$ cat config.mk
export PLATFORM = sky130hd
export DESIGN_NAME = gfx_blend_alu
export DESIGN_NICKNAME = d
export VERILOG_FILES = /design/src/verilog/gfx_blend_pkg.sv /design/src/verilog/gfx_color_unpack.sv /design/src/verilog/gfx_blend_alu.sv
export SDC_FILE = /design/constraint.sdc
export NUM_CORES = 1
export LEC_CHECK = 0
export BUFFER_PORTS_ARGS = -buffer_cell sky130_fd_sc_hd__buf_2
export CAP_MARGIN = 30
export CORE_MARGIN = 1
export CORE_UTILIZATION = 55
export DETAILED_ROUTE_END_ITERATION = 8
export PLACE_DENSITY = 0.71
export SYNTH_ARGS = -nofsm -noshare
export SYNTH_HDL_FRONTEND = slang
export SYNTH_HIERARCHICAL = 1
export SYNTH_SLANG_ARGS = --single-unit
$ cat constraint.sdc
create_clock -name vclk -period 22.1
set_input_delay 4.42 -clock vclk [all_inputs]
set_output_delay 4.42 -clock vclk [all_outputs]
set_load 0.005 [all_outputs]
$ cat src/verilog/gfx_blend_pkg.sv
// Blend stage types: colour depths, coordinate width, fragment, pixel, channel and target structs
`default_nettype none

package gfx_blend_pkg;

  // Width of x, y and z everywhere in the pixel pipeline
  localparam int unsigned POINT_W = 16;

  // Framebuffer colour depth select
  typedef enum logic [2:0] {
    BPP6,
    BPP8,
    BPP9,
    BPP12,
    BPP15,
    BPP16,
    BPP24,
    BPP32
  } color_depth_e;

  // Fragment from the rasterizer
  typedef struct packed {
    logic [POINT_W-1:0]        x;
    logic [POINT_W-1:0]        y;
    logic signed [POINT_W-1:0] z;
    // Packed red high, right-aligned
    logic [31:0]               color;
    // Per-pixel alpha
    logic [7:0]                alpha;
  } fragment_t;

  // Pixel handed on to the render stage
  typedef struct packed {
    logic [POINT_W-1:0]        x;
    logic [POINT_W-1:0]        y;
    logic signed [POINT_W-1:0] z;
    logic [31:0]               color;
  } pixel_t;

  // Raw channel values, zero-extended to a byte
  typedef struct packed {
    logic [7:0] r;
    logic [7:0] g;
    logic [7:0] b;
  } rgb_t;

  // Static render target setup
  typedef struct packed {
    logic [31:0]        base;
    logic [POINT_W-1:0] width;
    color_depth_e       depth;
  } target_cfg_t;

  // Storage size of one pixel in memory
  function automatic logic [5:0] bits_per_pixel(input color_depth_e depth);
    case (depth)
      BPP6:    return 6'd6;
      BPP8:    return 6'd8;
      BPP9:    return 6'd9;
      BPP12:   return 6'd12;
      BPP15:   return 6'd15;
      BPP16:   return 6'd16;
      BPP24:   return 6'd24;
      default: return 6'd32;
    endcase
  endfunction

endpackage

`default_nettype wire

$ cat src/verilog/gfx_color_unpack.sv
// Split of a packed colour into raw red, green and blue channels per depth
`default_nettype none

module gfx_color_unpack (
  input  wire gfx_blend_pkg::color_depth_e depth_i,
  input  wire logic [31:0]                 color_i,
  output gfx_blend_pkg::rgb_t              rgb_o
);
  import gfx_blend_pkg::*;

  // Red in the high field, blue in the low field
  // Channels stay raw, no scaling up to 8 bits
  always_comb
  begin
    rgb_o = '0;
    case (depth_i)
      BPP6:
      begin
        rgb_o.r = 8'(color_i[5:4]);
        rgb_o.g = 8'(color_i[3:2]);
        rgb_o.b = 8'(color_i[1:0]);
      end
      // 3/3/2
      BPP8:
      begin
        rgb_o.r = 8'(color_i[7:5]);
        rgb_o.g = 8'(color_i[4:2]);
        rgb_o.b = 8'(color_i[1:0]);
      end
      BPP9:
      begin
        rgb_o.r = 8'(color_i[8:6]);
        rgb_o.g = 8'(color_i[5:3]);
        rgb_o.b = 8'(color_i[2:0]);
      end
      BPP12:
      begin
        rgb_o.r = 8'(color_i[11:8]);
        rgb_o.g = 8'(color_i[7:4]);
        rgb_o.b = 8'(color_i[3:0]);
      end
      BPP15:
      begin
        rgb_o.r = 8'(color_i[14:10]);
        rgb_o.g = 8'(color_i[9:5]);
        rgb_o.b = 8'(color_i[4:0]);
      end
      // 5/6/5
      BPP16:
      begin
        rgb_o.r = 8'(color_i[15:11]);
        rgb_o.g = 8'(color_i[10:5]);
        rgb_o.b = 8'(color_i[4:0]);
      end
      // 24 and 32 bpp share the low three bytes
      default:
      begin
        rgb_o.r = color_i[23:16];
        rgb_o.g = color_i[15:8];
        rgb_o.b = color_i[7:0];
      end
    endcase
  end

endmodule

`default_nettype wire

$ cat src/verilog/gfx_blend_alu.sv
// Per-channel alpha mix of source and target colour with repack to the colour depth
`default_nettype none

module gfx_blend_alu (
  input  wire gfx_blend_pkg::color_depth_e depth_i,
  input  wire logic [31:0]                 src_i,
  input  wire logic [31:0]                 dst_i,
  input  wire logic [7:0]                  alpha_i,
  output logic [31:0]                      color_o
);
  import gfx_blend_pkg::*;

  rgb_t src_rgb;
  rgb_t dst_rgb;
  rgb_t mix_rgb;

  // (s * a + d * (255 - a)) >> 8
  function automatic logic [7:0] mix(input logic [7:0] s, input logic [7:0] d,
                                     input logic [7:0] a);
    logic [15:0] acc;
    acc = s * a + d * (8'hff - a);
    return acc[15:8];
  endfunction

  // Source fragment colour
  gfx_color_unpack u_src_unpack (
    .depth_i (depth_i),
    .color_i (src_i),
    .rgb_o   (src_rgb)
  );

  // Colour read back from the target
  gfx_color_unpack u_dst_unpack (
    .depth_i (depth_i),
    .color_i (dst_i),
    .rgb_o   (dst_rgb)
  );

  assign mix_rgb.r = mix(src_rgb.r, dst_rgb.r, alpha_i);
  assign mix_rgb.g = mix(src_rgb.g, dst_rgb.g, alpha_i);
  assign mix_rgb.b = mix(src_rgb.b, dst_rgb.b, alpha_i);

  // Truncate each channel to its width and repack
  always_comb
  begin
    color_o = '0;
    case (depth_i)
      BPP6:    color_o[5:0]  = {mix_rgb.r[1:0], mix_rgb.g[1:0], mix_rgb.b[1:0]};
      BPP8:    color_o[7:0]  = {mix_rgb.r[2:0], mix_rgb.g[2:0], mix_rgb.b[1:0]};
      BPP9:    color_o[8:0]  = {mix_rgb.r[2:0], mix_rgb.g[2:0], mix_rgb.b[2:0]};
      BPP12:   color_o[11:0] = {mix_rgb.r[3:0], mix_rgb.g[3:0], mix_rgb.b[3:0]};
      BPP15:   color_o[14:0] = {mix_rgb.r[4:0], mix_rgb.g[4:0], mix_rgb.b[4:0]};
      BPP16:   color_o[15:0] = {mix_rgb.r[4:0], mix_rgb.g[5:0], mix_rgb.b[4:0]};
      // 24 and 32 bpp, top byte left at zero
      default: color_o[23:0] = {mix_rgb.r, mix_rgb.g, mix_rgb.b};
    endcase
  end

endmodule

`default_nettype wire

==> run metrics <==
Port Buffers 83; maxcap violations 0; Avg Cell Area, Syn 8.706 um2; Setup crit start kind primary input; Pre-antenna DRT Iters 5; dpl cell area 14860 um2; fin util 58.78%; initial antenna violation count 2; largest cells by area after synthesis fa_1, ha_1, inv_1; gr ovfl total 0; Final Hold Vio Count 0; hold path endpoint color_o[12]; Die Span X 163.2 um; core area 25330 um2; Post-CTS Resized 0; pin count of the biggest net entering global routing 81; Yosys top cell area share 39.80%; first-pass GRT wire length 55350 um; seq_cells 0; hpwl dp 26240 um; capturing element type of the critical path output pin; Tmin final 16.05 ns; WHS Path Cells 4; GP Congestion 0.8778; Post-CTS Hold Buffers 0; drt first-iter violations 668; WHS 9.611 ns; wire per inst 16.55 um; vias in the first global route 11280; Synth warnings 6; relative slew slack 28.51%; RSZ-0062 raised after global routing no; ANT nets after route 0; synthesized cell area 14290 um2; setup bufs post-CTS 0; Final TNS setup 0 ns; fin nets 2211; register area 0 um2; HP Start depth_i[2]; Worst IR Drop VDD 0.1647 mV; CP Class in -> out; post-synth cell types 70; final period utilization 72.64%; Starting Density 56.41%; most common cell in the netlist inv_1; DRC 0; Die H 163.2 um; layout cell share with drive strength beyond 1 7.087%; Worst-Margin Slew 1.061 ns; post-synthesis sequential area ratio 0%; Worst EP arrival 11.63 ns; Final Max Slew Viols 0; final WL 33060 um; top achievable clock speed 0.06229 GHz; All-Layer GR Usage 26.23%; Post-Layout Inst Area 14890 um2; clkbuf count 0; Top Ports 107; Mapped Cells 1641; via count 10810; routed vias/inst 5.412; status complete, no violations; P per Cell Area 109.4 nW/um2; Leak 7.759 nW; post-synth top area cell fa_1; Final setup viols 0; FP Rows 58; Hold WC Path Type in -> out; Synth top cells by count inv_1, fa_1, ha_1; Area Overhead vs Synth 4.204%; Die Footprint 26620 um2; Max FO, Critical Path 54; Data required, critical path 17.68 ns
-- worst max-delay path by stage --
stage	from	to	slack (ns)	cells after the start
2_1_floorplan	depth_i[1]	color_o[6]	7.62	23
4_1_cts	depth_i[1]	color_o[5]	6.15	24
5_1_grt	depth_i[0]	color_o[5]	5.69	22
3_3_place_gp	depth_i[1]	color_o[5]	6.18	24
6_report	depth_i[0]	color_o[5]	6.05	22
3_5_place_dp	depth_i[1]	color_o[5]	6.16	24
-- stage by stage --
stage          cells  power (mW)  setup slack (ns)
2_1_floorplan   1648       1.198             7.621
3_3_place_gp    1992       1.593             6.181
3_5_place_dp    1994       1.621             6.157
4_1_cts         1994       1.632             6.146
5_1_grt         1995       1.836             5.695
6_report        1997       1.629             6.046
-- cell families (layout without fill, tap and decap cells) --
kind of cell	Yosys count	count (layout)	share of synthesized area [%]
multiplexers	33	33	2.627
AO/OA/AOI/OAI	133	133	6.875
AND/OR/NAND/NOR	507	507	19.86
XOR/XNOR	28	28	1.717
other	1	10	0.02625
adder cells (fa/ha/maj)	469	469	56.00
buffers and inverters	470	487	12.89
-- placed cells by master (no fill, tap or decap), types with 6 or more instances in the layout --
master    count
a211oi_1     14
a21o_1        7
a21oi_1      15
and2_1      107
and3_1       20
buf_2        83
buf_4         9
conb_1        8
fa_1        284
ha_1        185
inv_1       393
mux2_2        7
mux2i_1      21
nand2_1     113
nand2b_1     85
nand3_1       9
nor2_1       22
nor2b_1     125
nor3_1        6
o21a_1        9
o21ai_0      25
o22ai_1       9
xnor2_1      19
xor2_1        9
-- power breakdown --
group,internal [mW],switching (mW)
logic,0.682,0.947
clock network,0.0000000121,0
registers,0,0
-- cell type report --
type | instances | area, um2
Multi-Input combinational cell | 1178 | 12470
Fill cell | 2241 | 10440
Timing Repair Buffer | 94 | 523.0
Inverter | 393 | 1475
Tap cell | 330 | 412.9
Antenna cell | 2 | 5.005
-- worst max-delay path, stage by stage --
cell and delay [ns]:
buf_2 0.77, mux2_2 0.33, mux2i_1 0.07, o22ai_1 0.61, nand2_1 0.21, fa_1 0.54, fa_1 0.51, inv_1 0.05
fa_1 0.54, fa_1 0.43, fa_1 0.52, inv_1 0.06, fa_1 0.47, inv_1 0.04, ha_1 0.37, nor3b_1 0.08
a311o_1 0.34, a311oi_2 0.48, nor2_1 0.15, a221oi_2 0.26, o221ai_1 0.16, buf_2 0.18
-- per-layer routing --
metal | up-vias | routed length [um] | global-route usage, %
met5 | - | 0 | 0
met4 | 0 | 871 | 6.882
met3 | 52 | 1604 | 1.955
met2 | 282 | 17020 | 47.48
met1 | 5454 | 13570 | 33.60
li1 | 5020 | - | -
Note: power is estimated with default switching activity, not from simulation.
