--- src/verilog/gfx_blend_pkg.sv ---
// Blend stage types: colour depths, coordinate width, fragment, pixel, channel and target structs
`default_nettype none

package gfx_blend_pkg;

  // Width of x, y and z everywhere in the pixel pipeline
  localparam int unsigned POINT_W = 16;

  // Framebuffer colour depth select
  typedef enum logic [2:0] {
    BPP6,
    BPP8,
    BPP9,
    BPP12,
    BPP15,
    BPP16,
    BPP24,
    BPP32
  } color_depth_e;

  // Fragment from the rasterizer
  typedef struct packed {
    logic [POINT_W-1:0]        x;
    logic [POINT_W-1:0]        y;
    logic signed [POINT_W-1:0] z;
    // Packed red high, right-aligned
    logic [31:0]               color;
    // Per-pixel alpha
    logic [7:0]                alpha;
  } fragment_t;

  // Pixel handed on to the render stage
  typedef struct packed {
    logic [POINT_W-1:0]        x;
    logic [POINT_W-1:0]        y;
    logic signed [POINT_W-1:0] z;
    logic [31:0]               color;
  } pixel_t;

  // Raw channel values, zero-extended to a byte
  typedef struct packed {
    logic [7:0] r;
    logic [7:0] g;
    logic [7:0] b;
  } rgb_t;

  // Static render target setup
  typedef struct packed {
    logic [31:0]        base;
    logic [POINT_W-1:0] width;
    color_depth_e       depth;
  } target_cfg_t;

  // Storage size of one pixel in memory
  function automatic logic [5:0] bits_per_pixel(input color_depth_e depth);
    case (depth)
      BPP6:    return 6'd6;
      BPP8:    return 6'd8;
      BPP9:    return 6'd9;
      BPP12:   return 6'd12;
      BPP15:   return 6'd15;
      BPP16:   return 6'd16;
      BPP24:   return 6'd24;
      default: return 6'd32;
    endcase
  endfunction

endpackage

`default_nettype wire

--- src/verilog/gfx_blender.sv ---
// Blend control FSM: passthrough, target read, render write and fragment acknowledge
`default_nettype none

module gfx_blender (
  input  wire logic                    clk_i,
  input  wire logic                    rst_i,
  input  wire logic                    blend_enable_i,
  input  wire logic [7:0]              global_alpha_i,
  // Fragment side
  input  wire gfx_blend_pkg::fragment_t frag_i,
  input  wire logic                    write_i,
  output logic                         ack_o,
  // Memory reader side
  input  wire logic                    wbm_busy_i,
  input  wire logic                    target_ack_i,
  output logic                         target_request_o,
  // Blend datapath
  input  wire logic [31:0]             blended_color_i,
  output logic [7:0]                   alpha_o,
  // Render side
  output gfx_blend_pkg::pixel_t        pixel_o,
  output logic                         write_o,
  input  wire logic                    ack_i
);

  typedef enum logic [1:0] {
    ST_IDLE,
    ST_TARGET_READ,
    ST_WRITE
  } state_e;

  state_e      state_q;
  logic [15:0] alpha_prod;
  logic [7:0]  alpha_q;

  // Per-pixel alpha scaled by the global alpha
  assign alpha_prod = frag_i.alpha * global_alpha_i;
  assign alpha_o    = alpha_q;

  // Combined alpha held for the whole read
  always_ff @(posedge clk_i)
  begin
    if (state_q == ST_IDLE && write_i && blend_enable_i)
    begin
      alpha_q <= alpha_prod[15:8];
    end
  end

  always_ff @(posedge clk_i or posedge rst_i)
  begin
    if (rst_i)
    begin
      state_q          <= ST_IDLE;
      ack_o            <= 1'b0;
      write_o          <= 1'b0;
      target_request_o <= 1'b0;
      pixel_o          <= '0;
    end
    else
    begin
      case (state_q)
        ST_IDLE:
        begin
          // Ack is a single pulse
          ack_o <= 1'b0;
          if (write_i)
          begin
            if (blend_enable_i)
            begin
              // Request goes out with the alpha latch unless the reader is busy
              if (!wbm_busy_i)
              begin
                target_request_o <= 1'b1;
              end
              state_q <= ST_TARGET_READ;
            end
            else
            begin
              // Fragment forwarded as is without a read
              pixel_o.x     <= frag_i.x;
              pixel_o.y     <= frag_i.y;
              pixel_o.z     <= frag_i.z;
              pixel_o.color <= frag_i.color;
              write_o       <= 1'b1;
              state_q       <= ST_WRITE;
            end
          end
        end

        ST_TARGET_READ:
        begin
          if (target_ack_i)
          begin
            // Strip data valid now so the ALU output is the mixed colour
            pixel_o.x        <= frag_i.x;
            pixel_o.y        <= frag_i.y;
            pixel_o.z        <= frag_i.z;
            pixel_o.color    <= blended_color_i;
            write_o          <= 1'b1;
            target_request_o <= 1'b0;
            state_q          <= ST_WRITE;
          end
          else if (!wbm_busy_i)
          begin
            // Raised only when the reader is free and held until ack
            target_request_o <= 1'b1;
          end
        end

        ST_WRITE:
        begin
          write_o <= 1'b0;
          // Wait on render back-pressure
          if (ack_i)
          begin
            ack_o   <= 1'b1;
            state_q <= ST_IDLE;
          end
        end

        default:
        begin
          state_q <= ST_IDLE;
        end
      endcase
    end
  end

endmodule

`default_nettype wire

--- config.mk ---
export PLATFORM = sky130hd
export DESIGN_NAME = gfx_blender
export DESIGN_NICKNAME = d
export VERILOG_FILES = /design/src/verilog/gfx_blend_pkg.sv /design/src/verilog/gfx_blender.sv
export SDC_FILE = /design/constraint.sdc
export NUM_CORES = 1
export LEC_CHECK = 0
export ABC_AREA = 1
export ABC_CLOCK_PERIOD_IN_PS = 9100
export BUFFER_PORTS_ARGS = -buffer_cell sky130_fd_sc_hd__buf_2
export CAP_MARGIN = 20
export CELL_PAD_IN_SITES_DETAIL_PLACEMENT = 1
export CELL_PAD_IN_SITES_GLOBAL_PLACEMENT = 1
export CORE_MARGIN = 3
export CORE_UTILIZATION = 37
export DETAILED_ROUTE_END_ITERATION = 10
export PLACE_DENSITY = 0.95
export SYNTH_ARGS = -nofsm -noshare
export SYNTH_HDL_FRONTEND = slang
export SYNTH_SLANG_ARGS = --single-unit
--- constraint.sdc ---
create_clock -name clk_i -period 9.1 [get_ports clk_i]
set_clock_uncertainty 0.15 [all_clocks]
set_input_delay 1.82 -clock clk_i [delete_from_list [all_inputs] [get_ports clk_i]]
set_output_delay 1.82 -clock clk_i [all_outputs]
set_load 0.05 [all_outputs]
==> impl_results.md <==
- Vias in the first global route: 5951
- WP data arrival: 5.41 ns
- Pint: 1240 uW
- CP startpoint: global_alpha_i[7]
- Async set or reset register ratio after synthesis: 91.4%
- Min Tclk post-route: 5.46 ns
- Total GRT Usage: 22.9%
- R2R Path Start: state_q[0]
- Most common cell after layout, fill and taps aside: nand2_1
- Critical Path Fanout Max: 8
- Gpl congestion: 0.854
- Die extent in y: 132 um
- HPWL Detailed: 16000 um
- GRT overflow: 0
- Num ports: 226
- Distinct cells, synth: 28
- Synth Warn #: 0
- Top_reg_cell synth: dfrtp_1
- First-pass GRT wire length: 31800 um
- Core footprint: 15400 um^2
- Number of synthesized flops with an enable pin: 8
- Cts bufs inserted: 9
- Die width: 132 um
- Top-area cell type share of the netlist area: 36.1%
- Status: finished clean
- Synthesized area: 5890 um^2
- GR Util met2: 41.9%
- GR Util met1: 25.8%
- Post-layout util: 48.6%
- Hold_sp: pixel_o[40]
- GR peak layer: met2
- Syn nets: 950
- Cell count after placement: 1150
- Hold WC Path Type: reg -> reg
- RSZ-0062 raised after global routing: no
- Filler cell count: 1956
- Peak supply drop: 164 uV
- Crit path capture type: register
- Placed inst area: 7130 um^2
- Port-buffer cells: 225
- XOR/XNOR Fraction of Synth Area: 0.595%
- Initial Util: 38.3%
- Largest family of logic cells by synthesized area: simple AND/OR/NAND/NOR gates
- Reg power frac: 25.7%
- Post-DRT Antenna Nets: 0
- Clock Path Buffers: 2
- Relative slew slack: 40.6%
- Vias per inst: 4.88
- Layout cells sized above 1: 26.2%
- Largest net degree at the start of global routing: 114
- Sw Pwr: 1630 uW
- Clock Power Share: 12.9%
- Setup_tns: 0 ns
- Startpoint Class: input port
- Non-filler instance count after layout: 1171
- CTS tree: built
- DRT Wirelength: 20800 um
- Final setup viols: 0
- Skew-Pair Late Insertion Delay: 0.34 ns
- Pwr dens: 383 nW/um^2
- Pleak: 0.00447 uW
- Fin nets: 1155
- Switching Fraction: 56.8%
- Initial antenna violation count: 3
- Crit Path Class: in -> reg
- Drt first pass iters: 4
- Top cells by area, synth: dfrtp_1 (36%), nand2_1 (21%), fa_1 (12%)
- CTS sink count: 93
- Num rows: 45
- DR DRC count: 0
- Fin crit share: 60.0%
- H-tree depth: 3
- Post-Synthesis Cells: 747
- Worst Tran Pin Value: 0.889 ns
- Most frequent cells in the layout: nand2_1 (322), buf_2 (225), inv_1 (105)
- DRT iter0 DRCs: 318
- Post-synthesis compound-gate area fraction: 5.19%
- # Max-Cap Violations: 0
- Post-Synth Simple-Gate Area: 25.3%
- Final Hold Fails: 0
- DIE AREA: 17500 um^2
- Adder-Cell Fraction of Synth Area: 18.9%
- Combinational share of power: 61.4%
- Fmax: 183 MHz
- Worst R2R Setup Slack: 5.49 ns
- Clock transition at the registers of the reported paths: 0.07 ns
- Postcts setup bufs: 0
- Mux share of post-synthesis cell area: 0%
- Crit path required time: 9.05 ns
- Post-CTS Hold Buffers: 0
- Routed wire per std cell: 17.8 um
- DR vias: 5711
- Post-synthesis area per instance: 7.88 um^2
- Design area: 7470 um^2
- GR met3 Demand/Resource: 5.50%
- CTS resizes: 0
- Final Max Tran Viols: 0
- Sequential area share after synthesis: 40.2%
- Clk root buf: clkbuf_16
- Area leader, netlist: dfrtp_1
- Register bit count reported by yosys: 93
- Area growth syn-to-layout: 26.9%
## area by class of cell
class	instances	area [um^2]	share of cell area, %
inverters	109	410	5.49
flip-flops and latches	93	2370	31.7
clock inverters	7	62.6	0.837
multi-input cells	510	2950	39.4
repair buffers	229	1190	15.9
diodes	3	7.51	0.100
clock buffers	9	225	3.01
well taps	211	264	3.53
## power by group through the flow
| stage | registers [uW] | clock network, uW | logic, uW |
|---|---|---|---|
| finish | 736 | 371 | 1760 |
| global route | 760 | 399 | 1900 |
| detailed placement | 735 | 0 | 1740 |
| global placement | 715 | 0 | 1680 |
| floorplan | 1390 | 0 | 623 |
| CTS | 730 | 374 | 1750 |
## cells in the mapped netlist, drive strengths merged (2+ instances only)
cell    instances
o21bai          3
o21ai           4
a21oi          11
xor2            3
fa             35
inv           109
a31oi          32
nand3          10
clkbuf         19
ha             33
dfrtp          85
nor3            2
buf            16
edfxtp          8
nand2         322
nor2           50
## per-layer routing
metal | share of wire, % | wire [um] | vias up
met5 | 0 | 0 | -
met4 | 4.4 | 906 | 0
met3 | 6.9 | 1440 | 44
met2 | 52 | 10900 | 182
met1 | 36 | 7570 | 2813
li1 | - | - | 2672
## worst paths after layout
check                              end  cells after the start
setup / recovery            alpha_o[4]                     15
hold / removal             pixel_o[40]                      2
setup reg to reg           pixel_o[39]                     10
hold reg to reg            pixel_o[40]                      2
max in group asynchronous  pixel_o[22]                      4
min in group asynchronous  pixel_o[48]                      3
## through the flow
| step | worst slack (ns) | hold WS (ns) | total power [uW] |
|---|---|---|---|
| after detailed placement | 3.32 | 0.303 | 2470 |
| after floorplan | 3.53 | 0.407 | 2010 |
| after global placement | 3.45 | 0.299 | 2390 |
| final | 3.64 | 0.321 | 2860 |
| after CTS | 3.68 | 0.321 | 2850 |
| after global routing | 3.47 | 0.346 | 3050 |
## worst max-delay path, stage by stage
cell,delay (ns)
buf_2,0.15
nand2_1,0.09
fa_1,0.52
fa_1,0.56
inv_1,0.06
fa_1,0.51
fa_1,0.49
ha_1,0.34
nand2_1,0.09
inv_1,0.08
nand3_1,0.07
o21ai_0,0.32
nand3_1,0.16
nand3_1,0.10
nand2_1,0.05
## flip-flops by register name (all words and copies together) (netlist names)
register	cells
pixel_o	80
target_request_o	1
ack_o	1
alpha_o	8
write_o	1
state_q	2
## cell families after synthesis
| group | count (synthesis) |
|---|---|
| simple gates | 387 |
| buf+inv | 144 |
| flops | 93 |
| fa+ha+maj | 68 |
| compound gates | 51 |
| xor+xnor | 4 |
No activity file was read; power rests on OpenSTA's default activity.
