==> src/verilog/gfx_strip_extract.sv <==
// Selection of one packed pixel out of a 128-bit memory strip
`default_nettype none

module gfx_strip_extract (
  input  wire logic [127:0] strip_i,
  input  wire logic [6:0]   mb_i,
  input  wire logic [6:0]   me_i,
  output logic [31:0]       color_o
);

  logic [31:0] shifted;
  logic [5:0]  field_len;
  logic [31:0] mask;

  // Bring the first pixel bit down to bit 0
  assign shifted = 32'(strip_i >> mb_i);

  // Field is at most 32 bits wide
  assign field_len = 6'(me_i - mb_i) + 6'd1;

  // Full mask for 32 bpp
  always_comb
  begin
    if (field_len[5])
    begin
      mask = '1;
    end
    else
    begin
      mask = (32'd1 << field_len[4:0]) - 32'd1;
    end
  end

  // Bits above the pixel belong to the neighbour
  assign color_o = shifted & mask;

endmodule

`default_nettype wire

==> config.mk <==
export PLATFORM = sky130hd
export DESIGN_NAME = gfx_strip_extract
export DESIGN_NICKNAME = d
export VERILOG_FILES = /design/src/verilog/gfx_strip_extract.sv
export SDC_FILE = /design/constraint.sdc
export NUM_CORES = 1
export LEC_CHECK = 0
export BUFFER_PORTS_ARGS = -buffer_cell sky130_fd_sc_hd__buf_4
export CORE_MARGIN = 4
export CORE_UTILIZATION = 30
export DETAILED_ROUTE_END_ITERATION = 7
export PLACE_DENSITY = 0.46
export SYNTH_ARGS = -nofsm -noshare
export SYNTH_HDL_FRONTEND = slang
export SYNTH_SLANG_ARGS = --single-unit
==> constraint.sdc <==
create_clock -name vclk -period 3.5
set_input_delay 0 -clock vclk [all_inputs]
set_output_delay 0 -clock vclk [all_outputs]
set_load 0.1 [all_outputs]
==> results of run 1 <==
metal layers:
layer / vias to the layer above / part of all wire [%] / global-route usage [%]
met3: 54 / 9.9 / 4.31
li1: 4684 / - / -
met2: 687 / 43 / 38.3
met1: 5355 / 45 / 40.2
met4: 0 / 2.2 / 4.40
met5: - / 0 / 0
power breakdown:
part | switching, mW | internal (mW)
clock | 0 | 0
combinational | 2.23 | 1.23
sequential | 0 | 0
total | 2.23 | 1.23
critical path: stages:
cell      delay [ns]
buf_4           0.11
ha_1            0.28
inv_1           0.09
ha_4            0.15
inv_2           0.04
fa_2            0.53
nand2b_1        0.10
nor2_2          0.12
nand3_1         0.13
ha_4            0.23
or2_4           0.27
o31ai_1         0.20
a22oi_1         0.10
nor2_1          0.12
o32ai_1         0.16
nor4_4          0.43
buf_6           0.28
through the flow:
stage               hold slack, ns  setup TNS (ns)  total power [mW]  setup slack, ns  instances
floorplan                    0.638           -1.43              2.38           -0.444       1072
global placement             0.638               0              3.40            0.141       1610
detailed placement           0.636               0              3.39            0.120       1610
CTS                          0.636               0              3.40            0.111       1610
global route                 0.691               0              3.61           0.0166       1610
finish                       0.659               0              3.46            0.143       1610
layout make-up:
class | count | area (um^2) | share of cell area [%]
Inverter | 16 | 66.3 | 0.555
Timing Repair Buffer | 255 | 1980 | 16.5
Tap cell | 402 | 503 | 4.21
Multi-Input combinational cell | 937 | 9410 | 78.7
cell usage in the layout, fill, tap and decap left out, types with 4 or more instances in the layout:
| cell type | synthesis | layout |
|---|---|---|
| buf_4 | 11 | 248 |
| mux4_2 | 151 | 151 |
| nand2_1 | 101 | 101 |
| nor2_1 | 98 | 93 |
| mux2i_1 | 88 | 88 |
| mux2_2 | 78 | 78 |
| o21ai_0 | 41 | 41 |
| a21oi_1 | 42 | 40 |
| a22oi_1 | 28 | 28 |
| a211oi_1 | 27 | 21 |
| o22ai_1 | 19 | 19 |
| nor3_1 | 24 | 17 |
| nand3_1 | 15 | 15 |
| a22o_1 | 13 | 13 |
| nand2b_1 | 11 | 11 |
| nor2b_1 | 11 | 11 |
| a221oi_1 | 14 | 11 |
| a31oi_1 | 12 | 11 |
| o32ai_1 | 10 | 10 |
| and3_1 | 9 | 9 |
| o221ai_1 | 8 | 8 |
| inv_1 | 12 | 7 |
| o21ai_1 | 7 | 7 |
| o221a_2 | 5 | 7 |
| ha_4 | 0 | 7 |
| o211ai_1 | 6 | 6 |
| inv_2 | 2 | 5 |
| xnor2_1 | 5 | 5 |
| and2_1 | 5 | 5 |
| nor3_4 | 0 | 5 |
| nand4_1 | 5 | 5 |
| a222oi_1 | 5 | 5 |
| nor4_4 | 0 | 5 |
| a311oi_1 | 5 | 4 |
| o2bb2ai_1 | 4 | 4 |
| a211o_1 | 4 | 4 |
| o21a_1 | 4 | 4 |
| buf_12 | 1 | 4 |
worst paths after layout:
check	startpoint	end	slack [ns]	depth (start not counted)
max	mb_i[1]	color_o[18]	0.14	17
min	mb_i[6]	color_o[1]	0.66	3
logic make-up (layout without fill, tap and decap cells):
family | after synthesis | count (layout) | share of synthesized area, %
muxes | 320 | 320 | 53.8
and+or+nand+nor | 302 | 302 | 14.2
AOI/OAI and AO/OA | 295 | 295 | 22.2
buffers and inverters | 135 | 271 | 7.50
adders and majority gates | 11 | 11 | 1.50
xor gates and xnor gates | 9 | 9 | 0.816
==> impl_metrics.py, run 1 <==
metrics = {
    "status": {
        "run_status": "finished with violations",
        "violations": "DRC",
    },
    "logic_synthesis": {
        "syn_area_per_cell_um2": 9.01,
        "synth.most_common_cell": "mux4_2",
        "yosys.area.top_type": "mux4_2",
        "synth_common_cells": "mux4_2, nand2_1, nor2_1",
        "yosys_warnings": 0,
        "synth_seq_area_share_pct": 0,
        "syn_nets": 1225,
        "ys_types": 77,
        "synth_top_area_share_pct": 35.2,
        "syn_area_um2": 9660,
        "synthCells": 1072,
        "synth_area_leaders": "mux4_2, mux2i_1, mux2_2",
    },
    "finish": {
        "fin_util_pct": 37.8,
        "fillers": 3193,
        "num-nets-final": 1363,
        "final_layout_size_suffix_gt1_share_pct": 45.5,
        "area_growth_pct": 23.7,
        "final-seq-area_um2": 0,
        "final_area_um2": 12000,
        "design.seq.count": 0,
        "clock_buffers": 0,
        "antenna_cells": 0,
    },
    "floorplanning": {
        "coreArea_um2": 31600,
        "die_width_um": 187,
        "die_y_um": 187,
        "start_util_pct": 30.5,
        "io_pins": 174,
        "rows": 65,
        "die_area_um2": 35100,
    },
    "sta": {
        "drv_slew": 0,
        "rsz0062_at_grt": "false",
        "worstMarginPinSlew_ns": 1.16,
        "max_slew_margin_pct": 22.2,
        "finalHoldViolCount": 0,
        "fin_crit_sh_pct": 95.9,
        "period_needed_ns": 3.36,
        "setup_violations": 0,
        "max_freq_mhz": 298,
    },
    "clock_network": {
        "cts_resized": 0,
        "postCtsSetupRepairBufs": 0,
        "holdBufCountCts": 0,
    },
    "power": {
        "cellPowerDensity_nw_per_um2": 289,
        "ir_worst_vdd_mv": 0.249,
        "p_leak_nw": 4.48,
    },
    "placed_design": {
        "gp_congestion": 0.983,
        "port_buffers": 173,
        "dp_hpwl_um": 38300,
        "placed_area_um2": 12000,
    },
    "global_routing": {
        "grt_pass1_vias": 10400,
        "grt_usage_pct": 25.9,
        "grt.overflow.total": 0,
        "antenna_found_initial": 0,
        "grt_max_degree": 154,
        "grt_pass1_wl_um": 71100,
    },
    "job": {
        "maxCapViolCount": 0,
    },
    "routing": {
        "avgViaCountPerCell": 6.70,
        "vias": 10800,
        "wl_per_cell_um": 29.7,
        "first_pass_iters": 8,
        "postRouteAntennaNets": 0,
        "drtIter0Drc": 1312,
        "drc": 1,
        "routed_wl_um": 47900,
    },
    "setup_path": {
        "cp-end-kind": "output pin",
        "required_ns": 3.50,
        "critPathKind": "in -> out",
        "arrival_ns": 3.36,
        "crit_fanout": 9,
        "cp-start-kind": "input pin",
    },
    "min_path": {
        "hold_class": "in -> out",
    },
}
Note: power is estimated with default switching activity, not from simulation.
==> run 2: changes to the inputs <==
--- a/config.mk
+++ b/config.mk
@@ -6,10 +6,12 @@
 export NUM_CORES = 1
 export LEC_CHECK = 0
 export BUFFER_PORTS_ARGS = -buffer_cell sky130_fd_sc_hd__buf_4
+export CELL_PAD_IN_SITES_DETAIL_PLACEMENT = 0
+export CELL_PAD_IN_SITES_GLOBAL_PLACEMENT = 2
 export CORE_MARGIN = 4
-export CORE_UTILIZATION = 30
+export CORE_UTILIZATION = 33
 export DETAILED_ROUTE_END_ITERATION = 7
-export PLACE_DENSITY = 0.46
+export PLACE_DENSITY = 0.77
 export SYNTH_ARGS = -nofsm -noshare
 export SYNTH_HDL_FRONTEND = slang
 export SYNTH_SLANG_ARGS = --single-unit
==> run 2 against run 1 <==
Compared with the run above: wire length increased by 0.77%; flip-flop and latch count is the same; setup slack gained 0.098 ns; the flow now finishes without violations.
==> impl_metrics.py, run 2 (synthesized netlist as in run 1, its figures left out) <==
metrics = {
    "placed_design": {
        "dp_hpwl_um": 38500,
        "preCtsSetupSlack_ns": 0.181,
        "placed_area_um2": 12000,
        "gp_congestion": 1.01,
        "port_buffers": 173,
    },
    "power": {
        "p_leak_nw": 4.52,
        "intPower_mw": 1.24,
        "p_seq_share_pct": 0,
        "p_switching_mw": 2.24,
        "switching_share_pct": 64.3,
        "cellPowerDensity_nw_per_um2": 290,
        "p_clk_share_pct": 0,
        "power.total_mw": 3.48,
        "power_frac_comb_pct": 100.0,
        "ir_worst_vdd_mv": 0.177,
    },
    "floorplanning": {
        "start_util_pct": 33.6,
        "die_y_um": 179,
        "rows": 62,
        "coreArea_um2": 28800,
        "die_area_um2": 32100,
        "io_pins": 174,
        "die_width_um": 179,
    },
    "finish": {
        "antenna_cells": 0,
        "fin_util_pct": 41.7,
        "final-seq-area_um2": 0,
        "final_layout_size_suffix_gt1_share_pct": 45.7,
        "num-nets-final": 1367,
        "layout_common_cells": "buf_4, mux4_2, nand2_1",
        "mostFrequentLayoutCell": "buf_4",
        "fillers": 2903,
        "design.seq.count": 0,
        "clock_buffers": 0,
        "final_area_um2": 12000,
        "area_growth_pct": 24.2,
    },
    "routing": {
        "drtIter0Drc": 1696,
        "drc": 0,
        "avgViaCountPerCell": 6.85,
        "wl_per_cell_um": 30.2,
        "postRouteAntennaNets": 0,
        "first_pass_iters": 6,
        "routed_wl_um": 48300,
        "vias": 10900,
    },
    "sta": {
        "fin_crit_sh_pct": 93.1,
        "max_freq_mhz": 307,
        "fin_setup_tns_ns": 0,
        "finalHoldViolCount": 0,
        "rsz0062_at_grt": "false",
        "setup_slack_ns": 0.241,
        "worstMarginPinSlew_ns": 1.09,
        "max_slew_margin_pct": 27.5,
        "drv_slew": 0,
        "period_needed_ns": 3.26,
        "setup_violations": 0,
    },
    "min_path": {
        "hold_class": "in -> out",
    },
    "job": {
        "maxCapViolCount": 0,
    },
    "setup_path": {
        "arrival_ns": 3.26,
        "critPathKind": "in -> out",
        "cp-end-kind": "output pin",
        "required_ns": 3.50,
        "crit_fanout": 91,
        "cp-start-kind": "input pin",
    },
    "global_routing": {
        "antenna_found_initial": 0,
        "grt_pass1_wl_um": 71000,
        "grt_usage_pct": 29.2,
        "grt_max_degree": 118,
        "grt.overflow.total": 0,
        "grt_pass1_vias": 10300,
    },
    "clock_network": {
        "postCtsSetupRepairBufs": 0,
    },
    "status": {
        "run_status": "completed",
    },
}
[run 2: critical path, cell delays in order]
cell and delay (ns):
clkbuf_8 0.20, buf_12 0.48, mux4_2 0.61, mux2i_1 0.64
mux2i_1 0.17, a2111oi_0 0.60, buf_4 0.22, nor4_4 0.05
buf_6 0.21
[run 2: through the flow]
| step | hold slack, ns | std cells |
|---|---|---|
| floorplan | 0.638 | 1072 |
| global placement | 0.603 | 1596 |
| detailed placement | 0.601 | 1596 |
| CTS | 0.601 | 1596 |
| global route | 0.626 | 1596 |
| finish | 0.606 | 1596 |
[run 2: what timing repair did]
action	CTS	global route
endpoints found under the setup margin	0	2
resized for setup	0	2
hold buffers	0	0
[run 2: cell type report]
class                           instances  area, um^2  area share, %
Inverter                               16        66.3          0.552
Multi-Input combinational cell        937        9410           78.4
Tap cell                              384         480           4.00
Timing Repair Buffer                  259        2050           17.1
[run 2: final timing paths]
path / startpoint / endpoint / slack, ns / cells after the start
setup / recovery: mb_i[0] / color_o[18] / 0.24 / 9
hold / removal: mb_i[6] / color_o[1] / 0.61 / 3
[run 2: power groups by stage]
| stage | Clock [mW] | Combinational [mW] | Sequential (mW) |
|---|---|---|---|
| 6_report | 0 | 3.48 | 0 |
| 3_3_place_gp | 0 | 3.41 | 0 |
| 4_1_cts | 0 | 3.42 | 0 |
| 2_1_floorplan | 0 | 2.38 | 0 |
| 5_1_grt | 0 | 3.62 | 0 |
| 3_5_place_dp | 0 | 3.41 | 0 |
[run 2: per-layer routing]
layer	GRT usage [%]	up-vias	part of all wire (%)
li1	-	4688	-
met4	5.01	0	2.2
met1	45.3	5465	44
met2	44.1	719	44
met3	3.33	55	9.5
met5	0	-	0
==> run 3: changes to the inputs <==
--- a/config.mk
+++ b/config.mk
@@ -8,6 +8,7 @@
 export BUFFER_PORTS_ARGS = -buffer_cell sky130_fd_sc_hd__buf_4
 export CELL_PAD_IN_SITES_DETAIL_PLACEMENT = 0
 export CELL_PAD_IN_SITES_GLOBAL_PLACEMENT = 2
+export CORE_ASPECT_RATIO = 0.9
 export CORE_MARGIN = 4
 export CORE_UTILIZATION = 33
 export DETAILED_ROUTE_END_ITERATION = 7
==> run 3 against run 2 <==
Compared with the run above: critical path depth increased by 1; maximum frequency decreased by 2.1%; combinational power decreased by 1%; final area is 1.2% lower; sequential share of layout area did not move; largest power group unchanged; total power is 1.1% lower; first-iteration DRC count down 11%; via count down 2.2%; critical path type unchanged.
==> impl_metrics.py, run 3 (synthesized netlist as in run 1, its figures left out) <==
metrics = {
    "status": {
        "run_status": "completed",
    },
    "setup_path": {
        "arrival_ns": 3.33,
        "cp-start-kind": "input pin",
        "cp_num_buf_inv": 5,
        "crit_chain": "clkbuf_8 -> buf_12 -> buf_4 -> mux4_2 -> mux2i_1 -> mux2i_1 -> a2111oi_0 -> buf_4 -> nor4_4 -> buf_4",
        "critPathKind": "in -> out",
        "slowest_stage": "a2111oi_0",
        "crit_path_frequent_cell": "buf_4",
        "path_depth": 10,
        "cp-end-kind": "output pin",
        "required_ns": 3.50,
        "cpPeakStageDelay_ns": 0.73,
        "crit_end": "color_o[18]",
        "crit_fanout": 45,
        "cpLargestDelayFamily": "buffers and inverters",
        "crit_start": "mb_i[0]",
    },
    "sta": {
        "fin_crit_sh_pct": 95.1,
        "fin_hold_ws_ns": 0.521,
        "max_freq_mhz": 300,
        "worstMarginPinSlew_ns": 1.06,
        "finalHoldViolCount": 0,
        "rsz0062_at_grt": "false",
        "period_needed_ns": 3.33,
        "max_slew_margin_pct": 29.1,
        "drv_slew": 0,
        "setup_violations": 0,
    },
    "floorplanning": {
        "coreArea_um2": 28900,
        "rows": 59,
        "die_width_um": 188,
        "die_area_um2": 32100,
        "io_pins": 174,
        "die_y_um": 170,
        "start_util_pct": 33.5,
    },
    "power": {
        "p_switching_mw": 2.21,
        "cellPowerDensity_nw_per_um2": 290,
        "power_frac_comb_pct": 100.0,
        "switching_share_pct": 64.4,
        "p_leak_nw": 4.42,
        "p_seq_share_pct": 0,
        "ir_worst_vdd_mv": 0.331,
        "intPower_mw": 1.22,
        "p_clk_share_pct": 0,
        "power.total_mw": 3.44,
    },
    "routing": {
        "avgViaCountPerCell": 6.73,
        "vias": 10700,
        "first_pass_iters": 6,
        "drtIter0Drc": 1507,
        "drc": 0,
        "wl_per_cell_um": 29.7,
        "routed_wl_um": 47200,
        "postRouteAntennaNets": 0,
    },
    "global_routing": {
        "grt_pass1_vias": 10300,
        "antenna_found_initial": 0,
        "grt_usage_pct": 28.0,
        "grt_max_degree": 154,
        "grt_pass1_wl_um": 69300,
        "grt.overflow.total": 0,
    },
    "placed_design": {
        "dp_hpwl_um": 37600,
        "port_buffers": 173,
        "gp_congestion": 0.988,
    },
    "finish": {
        "final-seq-area_um2": 0,
        "fillers": 2916,
        "area_growth_pct": 22.8,
        "layout_common_cells": "buf_4, mux4_2, nand2_1",
        "design.seq.count": 0,
        "mostFrequentLayoutCell": "buf_4",
        "antenna_cells": 0,
        "final_layout_size_suffix_gt1_share_pct": 44.8,
        "num-nets-final": 1347,
        "clock_buffers": 0,
    },
    "clock_network": {
        "postCtsSetupRepairBufs": 0,
        "holdBufCountCts": 0,
        "cts_resized": 0,
    },
    "job": {
        "maxCapViolCount": 0,
    },
    "min_path": {
        "hold_class": "in -> out",
    },
}
-- run 3: changes by cell type in the layout (fill, tap and decap cells not counted), sizes merged --
cell,previous run,this run
buf,258,238
-- run 3: area by class of cell --
cell class | count | area [um^2] | area share, %
inverters | 16 | 66.3 | 0.559
multi-input cells | 937 | 9410 | 79.3
well taps | 396 | 495 | 4.18
repair buffers | 239 | 1890 | 16.0
-- run 3: metal layers --
layer  global-route usage, %  share of wire, %
met1                    37.6                40
met2                    47.5                48
met3                    3.26               7.9
met4                    9.00               4.1
met5                       0                 0
-- run 3: worst min-delay path by stage --
| stage | from | end | slack (ns) | cells past startpoint |
|---|---|---|---|---|
| 2_1_floorplan | strip_i[127] | color_o[15] | 0.64 | 5 |
| 3_3_place_gp | mb_i[6] | color_o[6] | 0.50 | 3 |
| 3_5_place_dp | mb_i[6] | color_o[6] | 0.51 | 3 |
| 4_1_cts | mb_i[6] | color_o[6] | 0.51 | 3 |
| 5_1_grt | mb_i[6] | color_o[6] | 0.54 | 3 |
| 6_report | mb_i[6] | color_o[6] | 0.52 | 3 |
-- run 3: stage by stage --
step	worst slack [ns]	instances	area (um^2)	TNS, ns	utilization (%)
after floorplan	-0.444	1072	10300	-1.43	-
after global placement	0.248	1588	11900	0	41.1
after detailed placement	0.201	1588	11900	0	41.1
after CTS	0.203	1588	11900	0	41.1
after global routing	0.0602	1588	11900	0	41.1
final	0.172	1588	11900	0	41.1
-- run 3: power by group through the flow --
| stage | combinational (mW) | sequential, mW | clock (mW) |
|---|---|---|---|
| floorplan | 2.38 | 0 | 0 |
| global placement | 3.39 | 0 | 0 |
| detailed placement | 3.38 | 0 | 0 |
| CTS | 3.39 | 0 | 0 |
| global route | 3.57 | 0 | 0 |
| finish | 3.44 | 0 | 0 |
